## src/include/ulpi_settings.svh

```systemverilog
`ifndef ULPI_SETTINGS_SVH
`define ULPI_SETTINGS_SVH

// Upper two bits of a ULPI command byte
`define ULPI_CMD_NOOP 2'b00
`define ULPI_CMD_TX 2'b01
`define ULPI_CMD_REGW 2'b10

// APB register word offsets, paddr is a word index
`define ULPI_APB_AW 4
`define ULPI_REG_ADDR 2'd0
`define ULPI_REG_DATA 2'd1
`define ULPI_REG_GO 2'd2
`define ULPI_REG_STATUS 2'd3

// USB CRC16 start value
`define ULPI_CRC_SEED 16'hFFFF

// Line state reported by the PHY at end of packet (SE0)
`define ULPI_EOP_LS 2'b00

`endif
```

## src/source/ulpi_pkg.sv

```systemverilog
`include "ulpi_settings.svh"

package ulpi_pkg;

  // Transmit FSM states
  typedef enum logic [3:0] {
    TX_IDLE,
    TX_XPID,
    TX_DATA,
    TX_CRC0,
    TX_CRC1,
    TX_STOP,
    TX_EOP,
    TX_REGW,
    TX_RSTP
  } tx_state_e;

  // Command field of a ULPI command byte
  typedef enum logic [1:0] {
    CMD_NOOP = `ULPI_CMD_NOOP,
    CMD_TX   = `ULPI_CMD_TX,
    CMD_REGW = `ULPI_CMD_REGW
  } ulpi_cmd_e;

  // APB register map
  typedef enum logic [1:0] {
    REG_ADDR   = `ULPI_REG_ADDR,
    REG_DATA   = `ULPI_REG_DATA,
    REG_GO     = `ULPI_REG_GO,
    REG_STATUS = `ULPI_REG_STATUS
  } apb_reg_e;

endpackage

```

## src/source/ulpi_if.sv

```systemverilog
`timescale 1ns/100ps

// Packet byte stream into the encoder
interface usb_tx_if;
  logic       valid;
  logic       ready;
  logic       last;
  // PID only meaningful with the first byte of a packet
  logic [3:0] pid;
  logic [7:0] data;

  modport source(output valid, output last, output pid, output data, input ready);
  modport encoder(input valid, input last, input pid, input data, output ready);
endinterface

// PHY register write request
interface phy_req_if;
  // One-cycle pulse from the register block
  logic       start;
  logic [5:0] addr;
  logic [7:0] data;
  // Write pending or running in the encoder
  logic       busy;
  // One-cycle pulse once the PHY took the data byte
  logic       done;

  modport host(output start, output addr, output data, input busy, input done);
  modport encoder(input start, input addr, input data, output busy, output done);
endinterface

```

## src/source/ulpi_tx_top.sv

```systemverilog
`timescale 1ns/100ps
`include "ulpi_settings.svh"

module ulpi_tx_top (
  input  logic                    clock,
  input  logic                    reset,
  // APB register port
  input  logic                    psel_i,
  input  logic                    penable_i,
  input  logic                    pwrite_i,
  input  logic [`ULPI_APB_AW-1:0] paddr_i,
  input  logic [31:0]             pwdata_i,
  output logic [31:0]             prdata_o,
  output logic                    pready_o,
  output logic                    pslverr_o,
  // USB packet stream
  input  logic                    s_tvalid_i,
  output logic                    s_tready_o,
  input  logic                    s_tlast_i,
  input  logic [3:0]              s_tpid_i,
  input  logic [7:0]              s_tdata_i,
  // ULPI PHY side
  input  logic [1:0]              line_state_i,
  input  logic                    ulpi_dir_i,
  input  logic                    ulpi_nxt_i,
  output logic                    ulpi_stp_o,
  output logic [7:0]              ulpi_data_o
);

  usb_tx_if  tx_if ();
  phy_req_if req_if ();

  logic       crc_clear, crc_en;
  logic [7:0] crc_byte, crc_hi, crc_lo;

  // Stream ports onto the internal interface
  assign tx_if.valid = s_tvalid_i;
  assign tx_if.last  = s_tlast_i;
  assign tx_if.pid   = s_tpid_i;
  assign tx_if.data  = s_tdata_i;
  assign s_tready_o  = tx_if.ready;

  ulpi_reg_apb i_apb (
    .clock, .reset,
    .psel_i, .penable_i, .pwrite_i, .paddr_i, .pwdata_i,
    .prdata_o, .pready_o, .pslverr_o,
    .req (req_if.host)
  );

  ulpi_tx_encoder i_enc (
    .clock, .reset,
    .tx          (tx_if.encoder),
    .req         (req_if.encoder),
    .line_state_i, .ulpi_dir_i, .ulpi_nxt_i,
    .crc_clear_o (crc_clear),
    .crc_byte_o  (crc_byte),
    .crc_en_o    (crc_en),
    .crc_hi_i    (crc_hi),
    .crc_lo_i    (crc_lo),
    .ulpi_stp_o, .ulpi_data_o
  );

  usb_crc16 i_crc (
    .clock, .reset,
    .clear_i  (crc_clear),
    .en_i     (crc_en),
    .byte_i   (crc_byte),
    .crc_lo_o (crc_lo),
    .crc_hi_o (crc_hi)
  );

endmodule

```

## src/source/ulpi_reg_apb.sv

```systemverilog
`timescale 1ns/100ps
`include "ulpi_settings.svh"

module ulpi_reg_apb (
  input  logic                    clock,
  input  logic                    reset,
  input  logic                    psel_i,
  input  logic                    penable_i,
  input  logic                    pwrite_i,
  input  logic [`ULPI_APB_AW-1:0] paddr_i,
  input  logic [31:0]             pwdata_i,
  output logic [31:0]             prdata_o,
  output logic                    pready_o,
  output logic                    pslverr_o,
  phy_req_if.host                 req
);

  ulpi_pkg::apb_reg_e sel;

  logic       access, bad, go_wr, stall, wr_en;
  logic       start_q;
  logic [5:0] addr_q;
  logic [7:0] data_q;
  logic [7:0] count_q;

  // Word index, only the first four words exist
  assign access = psel_i && penable_i;
  assign sel    = ulpi_pkg::apb_reg_e'(paddr_i[1:0]);
  assign bad    = paddr_i[`ULPI_APB_AW-1:2] != '0;

  // GO while a write runs waits for done
  assign go_wr     = access && pwrite_i && !bad && sel == ulpi_pkg::REG_GO;
  assign stall     = go_wr && (req.busy || start_q) && !req.done;
  assign pready_o  = !stall;
  assign pslverr_o = access && bad;
  assign wr_en     = access && pwrite_i && !bad && !stall;

  always_ff @(posedge clock) begin
    if (reset) begin
      start_q <= 1'b0;
      addr_q  <= 6'd0;
      data_q  <= 8'd0;
      count_q <= 8'd0;
    end else begin
      start_q <= wr_en && sel == ulpi_pkg::REG_GO;
      if (wr_en && sel == ulpi_pkg::REG_ADDR) begin
        addr_q <= pwdata_i[5:0];
      end
      if (wr_en && sel == ulpi_pkg::REG_DATA) begin
        data_q <= pwdata_i[7:0];
      end
      // Completed writes, wraps at 255
      if (req.done) begin
        count_q <= count_q + 8'd1;
      end
    end
  end

  always_comb begin
    prdata_o = 32'd0;
    if (!bad) begin
      case (sel)
        ulpi_pkg::REG_ADDR:   prdata_o = {26'd0, addr_q};
        ulpi_pkg::REG_DATA:   prdata_o = {24'd0, data_q};
        ulpi_pkg::REG_STATUS: prdata_o = {16'd0, count_q, 7'd0, req.busy};
        default:              prdata_o = 32'd0;
      endcase
    end
  end

  assign req.start = start_q;
  assign req.addr  = addr_q;
  assign req.data  = data_q;

endmodule

```

## src/source/ulpi_tx_encoder.sv

```systemverilog
`timescale 1ns/100ps
`include "ulpi_settings.svh"

module ulpi_tx_encoder (
  input  logic             clock,
  input  logic             reset,
  usb_tx_if.encoder        tx,
  phy_req_if.encoder       req,
  input  logic [1:0]       line_state_i,
  input  logic             ulpi_dir_i,
  input  logic             ulpi_nxt_i,
  output logic             crc_clear_o,
  output logic [7:0]       crc_byte_o,
  output logic             crc_en_o,
  input  logic [7:0]       crc_hi_i,
  input  logic [7:0]       crc_lo_i,
  output logic             ulpi_stp_o,
  output logic [7:0]       ulpi_data_o
);

  ulpi_pkg::tx_state_e state_q;

  logic       dir_q, turn;
  logic       ready_q, take, move, advance;
  logic       out_last_q, got_last_q, last_n;
  logic       reg_phase_q, pend_q, done_q, stp_q;
  logic [7:0] data_q, out_n;
  // Skid byte and its last flag
  logic       skid_vld_q, skid_vld_n, skid_load, skid_used;
  logic [7:0] skid_q, nxt_byte;
  logic       skid_last_q, nxt_last;
  // Register write request, latched on start
  logic [5:0] wr_addr_q, wr_addr;
  logic [7:0] wr_data_q;

  // PHY owns the bus now or did last cycle
  assign turn = ulpi_dir_i || dir_q;

  // Ready is a flop, masked only while the PHY drives
  assign tx.ready = ready_q && !ulpi_dir_i;
  assign take     = tx.valid && tx.ready;

  // Next payload byte, skid first, else straight from the stream
  assign nxt_byte = skid_vld_q ? skid_q : tx.data;
  assign nxt_last = skid_vld_q ? skid_last_q : tx.last;

  // A payload byte moves to the output when nxt takes the current one
  assign move = ulpi_nxt_i && (state_q == ulpi_pkg::TX_XPID ||
                               (state_q == ulpi_pkg::TX_DATA && !out_last_q));
  assign skid_used  = move && skid_vld_q;
  assign skid_load  = take && !(move && !skid_vld_q);
  assign skid_vld_n = skid_load || (skid_vld_q && !skid_used);
  assign last_n     = got_last_q || (take && tx.last);

  // CRC sees every accepted byte, restarts while idle
  assign crc_clear_o = state_q == ulpi_pkg::TX_IDLE;
  assign crc_en_o    = take;
  assign crc_byte_o  = tx.data;

  assign wr_addr  = req.start ? req.addr : wr_addr_q;
  assign req.busy = pend_q || state_q == ulpi_pkg::TX_REGW || state_q == ulpi_pkg::TX_RSTP;
  assign req.done = done_q;

  // Output byte changes in idle or when the PHY took the current byte
  assign advance = state_q == ulpi_pkg::TX_IDLE ||
                   (ulpi_nxt_i && state_q inside {ulpi_pkg::TX_XPID, ulpi_pkg::TX_DATA,
                                                  ulpi_pkg::TX_CRC0, ulpi_pkg::TX_CRC1,
                                                  ulpi_pkg::TX_REGW});

  // Output mux over TX command, payload, CRC and register bytes
  always_comb begin
    out_n = 8'h00;
    case (state_q)
      ulpi_pkg::TX_IDLE: begin
        // Register write has priority over a waiting packet
        if (req.start || pend_q) begin
          out_n = {ulpi_pkg::CMD_REGW, wr_addr};
        end else if (tx.valid) begin
          out_n = {ulpi_pkg::CMD_TX, 2'b00, tx.pid};
        end
      end
      ulpi_pkg::TX_XPID: out_n = nxt_byte;
      ulpi_pkg::TX_DATA: out_n = out_last_q ? crc_lo_i : nxt_byte;
      ulpi_pkg::TX_CRC0: out_n = crc_hi_i;
      ulpi_pkg::TX_REGW: out_n = reg_phase_q ? 8'h00 : wr_data_q;
      default: out_n = 8'h00;
    endcase
  end

  always_ff @(posedge clock) begin
    if (reset) begin
      state_q     <= ulpi_pkg::TX_IDLE;
      dir_q       <= 1'b0;
      ready_q     <= 1'b0;
      skid_vld_q  <= 1'b0;
      out_last_q  <= 1'b0;
      got_last_q  <= 1'b0;
      reg_phase_q <= 1'b0;
      pend_q      <= 1'b0;
      done_q      <= 1'b0;
      stp_q       <= 1'b0;
      data_q      <= 8'h00;
    end else begin
      dir_q  <= ulpi_dir_i;
      done_q <= 1'b0;
      stp_q  <= 1'b0;
      if (req.start) begin
        pend_q <= 1'b1;
      end
      // Turnaround aborts everything except the EOP wait
      if (turn && state_q != ulpi_pkg::TX_EOP) begin
        state_q     <= ulpi_pkg::TX_IDLE;
        data_q      <= 8'h00;
        ready_q     <= 1'b0;
        skid_vld_q  <= 1'b0;
        got_last_q  <= 1'b0;
        reg_phase_q <= 1'b0;
        // Retry an interrupted register write
        if (state_q == ulpi_pkg::TX_REGW) begin
          pend_q <= 1'b1;
        end
      end else begin
        if (advance) begin
          data_q <= out_n;
        end
        case (state_q)
          ulpi_pkg::TX_IDLE: begin
            if (req.start || pend_q) begin
              state_q     <= ulpi_pkg::TX_REGW;
              pend_q      <= 1'b0;
              reg_phase_q <= 1'b0;
            end else if (tx.valid) begin
              state_q    <= ulpi_pkg::TX_XPID;
              ready_q    <= 1'b1;
              got_last_q <= 1'b0;
            end
          end
          ulpi_pkg::TX_XPID, ulpi_pkg::TX_DATA: begin
            // Stop accepting once the skid is full or last is in
            ready_q    <= !skid_vld_n && !last_n;
            skid_vld_q <= skid_vld_n;
            got_last_q <= last_n;
            if (move) begin
              out_last_q <= nxt_last;
            end
            if (ulpi_nxt_i && state_q == ulpi_pkg::TX_XPID) begin
              state_q <= ulpi_pkg::TX_DATA;
            end
            if (ulpi_nxt_i && state_q == ulpi_pkg::TX_DATA && out_last_q) begin
              state_q <= ulpi_pkg::TX_CRC0;
            end
          end
          ulpi_pkg::TX_CRC0: begin
            if (ulpi_nxt_i) begin
              state_q <= ulpi_pkg::TX_CRC1;
            end
          end
          ulpi_pkg::TX_CRC1: begin
            if (ulpi_nxt_i) begin
              state_q <= ulpi_pkg::TX_STOP;
              stp_q   <= 1'b1;
            end
          end
          ulpi_pkg::TX_STOP: state_q <= ulpi_pkg::TX_EOP;
          ulpi_pkg::TX_EOP: begin
            // PHY reports SE0 for two cycles with nxt low
            if (ulpi_dir_i && dir_q && !ulpi_nxt_i && line_state_i == `ULPI_EOP_LS) begin
              state_q <= ulpi_pkg::TX_IDLE;
            end
          end
          ulpi_pkg::TX_REGW: begin
            // First nxt takes the command, second takes the data
            if (ulpi_nxt_i && reg_phase_q) begin
              state_q <= ulpi_pkg::TX_RSTP;
              stp_q   <= 1'b1;
              done_q  <= 1'b1;
            end else if (ulpi_nxt_i) begin
              reg_phase_q <= 1'b1;
            end
          end
          default: state_q <= ulpi_pkg::TX_IDLE;
        endcase
      end
    end
  end

  // Payload registers
  always_ff @(posedge clock) begin
    if (skid_load) begin
      skid_q      <= tx.data;
      skid_last_q <= tx.last;
    end
    if (req.start) begin
      wr_addr_q <= req.addr;
      wr_data_q <= req.data;
    end
  end

  assign ulpi_stp_o  = stp_q;
  assign ulpi_data_o = data_q;

endmodule

```

## src/source/usb_crc16.sv

```systemverilog
`timescale 1ns/100ps
`include "ulpi_settings.svh"

module usb_crc16 (
  input  logic       clock,
  input  logic       reset,
  input  logic       clear_i,
  input  logic       en_i,
  input  logic [7:0] byte_i,
  output logic [7:0] crc_lo_o,
  output logic [7:0] crc_hi_o
);

  logic [15:0] crc_q;
  logic [15:0] crc_tx;

  // Polynomial 8005, data bits shifted in LSB first
  function automatic logic [15:0] crc_step(input logic [15:0] crc, input logic [7:0] b);
    logic [15:0] c;
    logic        fb;
    c = crc;
    for (int i = 0; i < 8; i++) begin
      fb = c[15] ^ b[i];
      c  = {c[14:0], 1'b0};
      if (fb) begin
        c = c ^ 16'h8005;
      end
    end
    return c;
  endfunction

  // Clear wins, a byte on the same edge is dropped
  always_ff @(posedge clock) begin
    if (reset || clear_i) begin
      crc_q <= `ULPI_CRC_SEED;
    end else if (en_i) begin
      crc_q <= crc_step(crc_q, byte_i);
    end
  end

  // Remainder goes out inverted and bit-reversed
  always_comb begin
    for (int i = 0; i < 16; i++) begin
      crc_tx[i] = ~crc_q[15-i];
    end
  end

  // Low byte is sent first
  assign crc_lo_o = crc_tx[7:0];
  assign crc_hi_o = crc_tx[15:8];

endmodule

```

## config.mk

```make
export PLATFORM = sky130hd
export DESIGN_NAME = ulpi_tx_top
export DESIGN_NICKNAME = d
export VERILOG_FILES = /design/src/source/ulpi_pkg.sv /design/src/source/ulpi_if.sv /design/src/source/ulpi_tx_top.sv /design/src/source/ulpi_reg_apb.sv /design/src/source/ulpi_tx_encoder.sv /design/src/source/usb_crc16.sv
export VERILOG_INCLUDE_DIRS = /design/src /design/src/include
export SDC_FILE = /design/constraint.sdc
export NUM_CORES = 1
export LEC_CHECK = 0
export BUFFER_PORTS_ARGS = -buffer_cell sky130_fd_sc_hd__buf_2
export CAP_MARGIN = 5
export CORE_MARGIN = 3
export CORE_UTILIZATION = 40
export DETAILED_ROUTE_END_ITERATION = 16
export PLACE_DENSITY = 0.76
export SYNTH_ARGS = -nofsm -noshare
export SYNTH_HDL_FRONTEND = slang
export SYNTH_SLANG_ARGS = --single-unit
export TNS_END_PERCENT = 1
```

## constraint.sdc

```tcl
create_clock -name clock -period 1.7 [get_ports clock]
set_input_delay 0.255 -clock clock [delete_from_list [all_inputs] [get_ports clock]]
set_output_delay 0.255 -clock clock [all_outputs]
set_load 0.02 [all_outputs]
```

-- Yosys cells after proc, flatten, opt, wreduce, memory -nomap -nowiden
Index checks and enable logic that the tools add are counted.
- equal/unequal tests: 23
- $add $sub $neg: 1
- bitwise logic cells: 34
- reductions and logical operators: 65
- muxes and demuxes: 59
- operators by type and width (cell ; count):
    $mux W16 ; 22
    $pmux W16 S3 ; 1
    $pmux W8 S5 ; 1
    $mux W32 ; 1
    $mux W4 ; 8
    $mux W8 ; 4
    $logic_and A1 B1 Y1 ; 30
    $pmux W4 S7 ; 1
    $not A3 Y3 ; 8
    $not A1 Y1 ; 18
    $eq A4 B3 Y1 const B ; 4
    $ne A2 B2 Y1 const B ; 8
    $mux W1 ; 15
    $logic_not A1 Y1 ; 11
    $logic_or A1 B1 Y1 ; 10
    $add A8 B1 Y8 const B ; 1
    $eq A4 B2 Y1 const B ; 2
    $pmux W1 S2 ; 4
    $xor A1 B1 Y1 ; 8
    $mux W7 ; 1
    $mux W6 ; 1
    $reduce_and A3 Y1 ; 2
    $reduce_and A6 Y1 ; 1
    $reduce_bool A2 Y1 ; 3
    other kinds (14) ; 17
- output and inout bits: 44
- bits of input ports: 59
- flip-flop bits (word level): 83

-- Depth between registers and ports, before layout
Gate-level depths: netlist (run 1).
- depth after elaboration: 31
- mapped depth: 7
- depth with buffers taken out: 5

-- By module
Synthesis (run 1) repeated with hierarchy kept, for this count alone.
- cells, all modules: 463
- area total of the unflattened synthesis: 4375.4 µm²
- by module, submodules not included (module ; seq. area each (µm²) ; times used ; area each (µm²) ; cells an instance):
    ulpi_tx_encoder ; 1051.0 ; 1 ; 2178.3 ; 213
    ulpi_reg_apb ; 460.4 ; 1 ; 1361.3 ; 151
    usb_crc16 ; 320.3 ; 1 ; 835.8 ; 99

-- Worst setup path after synthesis (run 1)
No wires, ideal clock.
- path kind: register to register
- from: register i_enc.ready_q
- to: register i_enc.skid_last_q, enable pin
- cell stages (with the launch flop): 5
- period minus slack after synthesis: 1.970 ns
- slack: -0.270 ns
- data arrival time: 1.595 ns
- cells stage by stage: dfxtp_1 > nor2b_1 > nand2_1 > clkbuf_1 > nor2_1
- word-level cells in the longest chain between the ends: 3
- ends and longest elaborated chain (item ; RTL line ; source):
    from (decl) ; ulpi_tx_encoder.sv:24 ; logic ready_q, take, move, advance;
    from (signal assigned) ; ulpi_tx_encoder.sv:140 ; ready_q <= !skid_vld_n && !last_n;
    $logic_and A1 B1 Y1 ; ulpi_tx_encoder.sv:40 ; assign tx.ready = ready_q && !ulpi_dir_i;
    named net s_tready_o ; ulpi_tx_top.sv:18 ; output logic s_tready_o,
    $logic_and A1 B1 Y1 ; ulpi_tx_encoder.sv:41 ; assign take = tx.valid && tx.ready;
    $logic_and A1 B1 Y1 ; ulpi_tx_encoder.sv:51 ; assign skid_load = take && !(move && !skid_vld_q);
    named net i_enc.skid_load ; ulpi_tx_encoder.sv:29 ; logic skid_vld_q, skid_vld_n, skid_load, skid_used;
    to (signal assigned) ; ulpi_tx_encoder.sv:191 ; skid_last_q <= tx.last;
    to (decl) ; ulpi_tx_encoder.sv:31 ; logic skid_last_q, nxt_last;
The timed path passes the listed nets, and every way through them passes these cells.
A chain may end at the register's enable or synchronous reset.

-- Worst setup path in the final report (run 1)
- from: register i_enc.state_q[3]
- to: output port prdata_o[0]
- word-level cells in the longest chain between the ends: 5
- ends and longest elaborated chain (item ; RTL line ; source):
    from (decl) ; ulpi_tx_encoder.sv:21 ; ulpi_pkg::tx_state_e state_q;
    from (signal assigned) ; ulpi_tx_encoder.sv:92 ; state_q <= ulpi_pkg::TX_IDLE;
    from (signal assigned) ; ulpi_tx_encoder.sv:112 ; state_q <= ulpi_pkg::TX_IDLE;
    from (signal assigned) ; ulpi_tx_encoder.sv:129 ; state_q <= ulpi_pkg::TX_REGW;
    $eq A4 B3 Y1 ; ulpi_tx_encoder.sv:61 ; assign req.busy = pend_q || state_q == ulpi_pkg::TX_REGW || state_q == ulpi_pkg::TX_RSTP;
    $logic_or A1 B1 Y1 ; ulpi_tx_encoder.sv:61 ;
    $logic_or A1 B1 Y1 * ; ulpi_tx_encoder.sv:61 ;
    $pmux W16 S3 * ; ulpi_reg_apb.sv:62 ; case (sel)
    $mux W32 * ; ulpi_reg_apb.sv:61 ; if (!bad) begin
    to (decl) ; ulpi_tx_top.sv:13 ; output logic [31:0] prdata_o,
Every way passes the cells marked *; elsewhere a longest branch is shown, timed or not.

==> flow_summary.toml, run 1 <==
[outcome]
status = "finished, violations left"
violations = "negative setup slack"

[global_route]
grt_busiest_layer = "met2"
grt_pass1_wl_microns = 17100
grt.total_usage_pct = 18.8
grt_util_met1_pct = 24.7
grt_use_met3_pct = 2.70
gr-usage-met2_pct = 31.0
grt_max_degree = 27
globalRoute.totalOverflow = 0
grt_pass1_vias = 3500
antenna_found_initial = 0

[layout]
fill_cells = 905
diodes = 0
instances_no_fill = 694
finish.net_count = 616
syn2layout_area_growth_pct = 28.5
layout-drive-gt1-share_pct = 32.1

[clock_tree]
htree_levels = 3
insertion_delay_ns = 0.35
cts.sinks = 83
holdBufCountCts = 0
root_buffer = "clkbuf_8"
cts_tree = "done"
clk_path_buf_depth = 2
cts_buffers = 9
clkTransAtPathRegs_ns = 0.09

[power]
powerDensity_nw_per_um2 = 749
p_leak_nw = 2.17
ir_drop_mv = 0.359

[setup_path]
cpPeakStageDelay_ns = 0.34
cp_slowest_cell = "dfxtp_2"
critPathLaunchType = "flip-flop"
required_ns = 1.44
critPathTopFamily = "flip-flops"
cp-end-kind = "primary output"
critPathLaunch = "i_enc.state_q[3]$_SDFFE_PP0P_"
r2r-start = "i_enc.state_q[1]$_SDFFE_PP0P_"
criticalPathCategory = "reg2out"
cp_max_fo = 3
path_cells = "nand2b_4 > nor2_4 > a311oi_2 > buf_4 > o22ai_2 > and2_4 > buf_6"
crit_buf_inv = 2
worstPathArrival_ns = 1.59

[floorplan]
die_w_microns = 108
core-area_sq_um = 9910
row_count = 36
die_h_microns = 108
ioPinCount = 103
start_util_pct = 41.8
die-area_sq_um = 11600

[synthesis]
syn_area_sq_um = 4140
synth_top_area_share_pct = 31.9
yosysTopAreaCell = "dfxtp_1"
ys_seq_area_share_pct = 44.3
ys.flop_type = "dfxtp_1"
synth.most_common_cell = "dfxtp_1"
syn_inst = 448
synth_commonest_cells = "dfxtp_1 (66), nor2_1 (51), nand2_1 (43)"
synthArstFlopShare_pct = 0
ys.warnings.count = 0
synthTopCellsByArea = "dfxtp_1 (32%), edfxtp_1 (12%), mux2i_1 (7.3%), nor2_1 (4.6%), nand2_1 (3.9%)"
synth-seq-cells = 83
synth-edff-count = 17
syn_area_per_cell_sq_um = 9.24
ys_types = 56

[drt]
vias = 3643
post-route-drc-count = 0
dr.pass1.iters = 4
antenna_left = 0
routed_via_density = 5.25
routed_wl_microns = 10800
post_drt_wl_per_cell_microns = 15.5
drtIter0Drc = 138

[timing]
final_hold_viol_count = 0
finalCritPeriodShare_pct = 108
hold_ws_ns = 0.123
rsz0062_at_grt = "yes"
clock.fmax_ghz = 0.542
fin_skew_ns = 0.00965
period_needed_ns = 1.84
finalMaxSlewViolations = 0
setup_violations = 8
layout_setup_ws_ns = -0.143

[place]
place_inst = 672
numPortBuffers = 62
gp_congestion = 0.857
dpl.hpwl_microns = 7770

[hold_path]
hp-class = "in2reg"
hold_start = "s_tlast_i"

[flow_run]
maxCapViolations = 0
[power by group]
part | internal (mW) | leakage [nW] | total (mW) | switching (mW)
Clock | 0.692 | 0.0935 | 1.44 | 0.746
Combinational | 0.222 | 1.40 | 0.511 | 0.289
Sequential | 2.02 | 0.674 | 2.03 | 0.0123
[through the flow]
step	cell area (sq um)	utilization (%)	total power, mW	setup slack, ns	TNS, ns
finish	5320	53.6	3.98	-0.143	-0.601
global route	5320	53.6	4.13	-0.236	-2.49
CTS	5260	53.1	3.98	-0.151	-0.500
detailed placement	4910	49.6	2.54	-0.107	-1.40
global placement	4910	49.6	2.53	-0.105	-0.803
floorplan	4200	-	2.39	-0.0372	-0.212
[worst register-to-register path: stages, from the launching register on]
cell,delay [ns]
dfxtp_4,0.37
buf_4,0.16
buf_4,0.15
or3b_2,0.47
a21oi_2,0.19
o31ai_1,0.13
o2111a_1,0.17
nor3_1,0.11
[area by class of cell]
type	instances	area, sq um	area share, %
Timing Repair Buffer	122	825	15.5
Clock inverter	6	71.3	1.34
Clock buffer	10	128	2.40
Tap cell	133	166	3.13
Sequential cell	83	1840	34.7
Multi-Input combinational cell	334	2260	42.5
Inverter	6	22.5	0.424
[cells by family after synthesis]
kind of cell / after synthesis / share of synthesized area [%]
DFF: 83 / 44.3
and+or+nand+nor: 163 / 19.3
other: 1 / 0.0906
adders and majority gates: 1 / 0.302
AOI/OAI and AO/OA: 94 / 15.3
xor gates and xnor gates: 24 / 5.96
muxes: 36 / 8.89
buffers and inverters: 46 / 5.84
[per-layer routing]
metal | routed length (microns) | vias to the layer above
met2 | 5110 | 144
li1 | - | 1784
met1 | 4720 | 1695
met3 | 740 | 20
met5 | 0 | -
met4 | 202 | 0
[worst paths after layout]
kind / slack (ns) / endpoint / cells past startpoint
min: 0.12 / i_enc.skid_last_q$_DFFE_PP_ / 1
max: -0.14 / prdata_o[0] / 7
min reg2reg: 0.45 / i_enc.ulpi_data_o[2]$_SDFFE_PP0P_ / 2
max reg2reg: -0.12 / i_enc.state_q[2]$_SDFFE_PP0P_ / 7
[sequential cells by signal, indices dropped and copies added, names as in the netlist]
signal / flops
i_enc.out_last_q: 1
i_enc.skid_vld_q: 1
i_enc.skid_q: 8
i_enc.skid_last_q: 1
i_enc.ulpi_data_o: 8
i_enc.state_q: 4
i_enc.wr_addr_q: 6
i_enc.dir_q: 1
i_apb.req.data: 8
i_enc.wr_data_q: 8
i_enc.got_last_q: 1
i_enc.ready_q: 1
i_enc.req.done: 1
i_enc.pend_q: 1
i_apb.req.addr: 6
i_apb.count_q: 8
i_crc.crc_q: 16
i_apb.req.start: 1
i_enc.reg_phase_q: 1
i_enc.ulpi_stp_o: 1
[placed cells by master (no fill, tap or decap), types with 3 or more instances in the layout]
| master | instances |
|---|---|
| dfxtp_4 | 3 |
| nand2_1 | 42 |
| xnor2_2 | 4 |
| conb_1 | 16 |
| edfxtp_1 | 17 |
| buf_6 | 3 |
| clkbuf_8 | 9 |
| o31ai_1 | 8 |
| nand4_1 | 4 |
| or3_1 | 4 |
| o211ai_1 | 16 |
| nor3_1 | 9 |
| nor2_1 | 47 |
| mux2i_1 | 30 |
| and3_1 | 4 |
| buf_4 | 54 |
| xnor2_1 | 13 |
| nand3_1 | 9 |
| xor2_1 | 4 |
| nor2_2 | 3 |
| o21a_1 | 4 |
| and2_1 | 10 |
| buf_12 | 4 |
| nor2b_1 | 5 |
| dfxtp_1 | 62 |
| mux2_2 | 6 |
| o2bb2ai_1 | 12 |
| inv_1 | 6 |
| a21oi_1 | 19 |
| o21ai_0 | 16 |
| nor3_4 | 3 |
| buf_2 | 61 |
[timing repair]
| item | in CTS | in global routing |
|---|---|---|
| buffers inserted | 6 | 0 |
| gates resized for setup | 27 | 12 |
| pin swaps | 4 | 1 |
| setup endpoints to repair | 25 | 31 |
(Power assumes the default switching activity.)
==> inputs of run 2 (changes only) <==
--- a/config.mk
+++ b/config.mk
@@ -8,3 +8,2 @@
 export LEC_CHECK = 0
-export BUFFER_PORTS_ARGS = -buffer_cell sky130_fd_sc_hd__buf_2
 export CAP_MARGIN = 5
@@ -13,3 +12,4 @@
 export DETAILED_ROUTE_END_ITERATION = 16
-export PLACE_DENSITY = 0.76
+export DONT_BUFFER_PORTS = 1
+export PLACE_DENSITY = 0.67
 export SYNTH_ARGS = -nofsm -noshare
==> constraint.sdc (replaced) <==
create_clock -name clock -period 1.7 [get_ports clock]
set_input_delay 0.085 -clock clock [delete_from_list [all_inputs] [get_ports clock]]
set_output_delay 0.085 -clock clock [all_outputs]
set_load 0.02 [all_outputs]
==> run 2 against run 1 <==
The flow still finishes with violations (negative setup slack); highest routed layer unchanged; clock power up 7%; clock skew rose by 0.0011 ns; flip-flop and latch count is the same; critical endpoint unchanged; global-route usage grew 0.51 points; core utilization fell by 0.27 points; cell area shrank 0.49%; critical path depth stayed put; largest power group unchanged.
==> flow_summary.toml, run 2 (synthesized netlist as in run 1, its figures left out) <==
[layout]
finish.net_count = 577
top_register = "i_crc.crc_q"
diodes = 0
seq_area_sq_um = 1850
largest_reg_flops = 16
instances_no_fill = 655
fin_util_pct = 53.4
multiInputGateArea_sq_um = 2310
fill_cells = 888
final_cell_mix = "dfxtp_1 (61), buf_4 (52), nor2_1 (48)"
layout-drive-gt1-share_pct = 23.8
final_common_cell = "dfxtp_1"
syn2layout_area_growth_pct = 27.8

[floorplan]
row_count = 36
die_h_microns = 108
ioPinCount = 103
core-area_sq_um = 9910
die-area_sq_um = 11600
die_w_microns = 108
start_util_pct = 41.8

[outcome]
status = "finished, violations left"
violations = "negative setup slack"

[global_route]
antenna_found_initial = 0
grt_pass1_vias = 3424
grt_util_met1_pct = 26.6
gr-usage-met2_pct = 29.4
grt_pass1_wl_microns = 17700
grt_max_degree = 31
grt_busiest_layer = "met2"
globalRoute.totalOverflow = 0
grt.total_usage_pct = 19.4
grt_use_met3_pct = 5.70

[clock_tree]
insertion_delay_ns = 0.36
clk_path_buf_depth = 2
root_buffer = "clkbuf_8"
cts_buffers = 9
clkTransAtPathRegs_ns = 0.08
cts.sinks = 83
cts_tree = "done"
htree_levels = 3

[setup_path]
r2r_slack_ns = 0
ff2ff_path_depth = 5
cp-end-kind = "primary output"
required_ns = 1.62
cp_max_fo = 5
criticalPathCategory = "reg2out"
worstPathArrival_ns = 1.65
critPathLaunchType = "flip-flop"

[power]
pwr-share-clk_pct = 38.0
p_leak_nw = 2.02
power_switching_mw = 1.03
combinationalPowerShare_pct = 11.6
powerDensity_nw_per_um2 = 765
seqPwrFrac_pct = 50.4
p_int_mw = 3.01
ir_drop_mv = 0.456
swShare_pct = 25.5

[drt]
antenna_left = 0
routed_wl_microns = 11200
post-route-drc-count = 0
drtIter0Drc = 199
vias = 3559
dr.pass1.iters = 5
routed_via_density = 5.43
post_drt_wl_per_cell_microns = 17.1

[timing]
layout_setup_ws_ns = -0.0301
finalCritPeriodShare_pct = 102
setup_violations = 2
final_hold_viol_count = 0
clock.fmax_ghz = 0.578
max_slew_margin_pct = 63.8
rsz0062_at_grt = "yes"
period_needed_ns = 1.73
setup-tns-final_ns = -0.0310
fin_skew_ns = 0.0107
worst_pin_slew_ns = 0.543
finalMaxSlewViolations = 0

[place]
dpl.hpwl_microns = 7490
numPortBuffers = 0
gp_congestion = 0.872
place_inst = 603
dp_slack_ns = -0.118

[hold_path]
hold_depth = 2
hp-class = "in2reg"

[flow_run]
maxCapViolations = 0
[run 2: worst max-delay path, stage by stage, from the launching register on]
cell      delay [ns]
dfxtp_4         0.37
buf_6           0.12
nand2_4         0.08
nor2_4          0.04
a311oi_2        0.27
buf_4           0.18
o22ai_2         0.06
and2_4          0.18
[run 2: stage by stage]
step                      total power, mW  instance area (sq um)  hold slack, ns
after detailed placement             2.45                   4510           0.163
after floorplan                      2.39                   4200           0.184
after global routing                 4.20                   5290          0.0315
after CTS                            4.05                   5070        0.000305
after global placement               2.44                   4510           0.163
final                                4.04                   5290         0.00621
[run 2: final timing paths]
path | start | end
setup / recovery | i_enc.state_q[0]$_SDFFE_PP0P_ | prdata_o[0]
hold / removal | s_tlast_i | i_enc.out_last_q$_SDFFE_PP0P_
setup reg to reg | i_crc.crc_q[11]$_SDFFE_PP1P_ | i_crc.crc_q[1]$_SDFFE_PP1P_
hold reg to reg | i_enc.wr_addr_q[0]$_DFF_P_ | i_enc.wr_addr_q[0]$_DFF_P_
[run 2: repair_timing]
item                                   in CTS  in global routing
pin swaps                                   3                 17
hold buffers                               27                  0
endpoints found under the hold margin      43                  0
setup endpoints to repair                  28                 39
resized for setup                          18                 34
setup buffers                               2                  7
[run 2: cell type report]
type | instances | share of cell area [%]
clock inverter | 6 | 1.28
clock buffer | 10 | 2.82
sequential | 83 | 35.0
multi-input combinational | 334 | 43.6
timing repair buffer | 83 | 13.7
tap | 133 | 3.15
inverter | 6 | 0.426
[run 2: power by group through the flow]
stage               combinational (mW)  sequential, mW  clock [mW]
finish                           0.470            2.04        1.54
global route                     0.510            2.04        1.65
CTS                              0.432            2.04        1.58
detailed placement               0.358            2.09           0
global placement                 0.351            2.09           0
floorplan                        0.305            2.08           0
[run 2: routing by layer]
metal	routed length [microns]	vias to the layer above
met2	5160	156
li1	-	1715
met3	924	20
met1	4910	1668
met4	207	0
met5	0	-
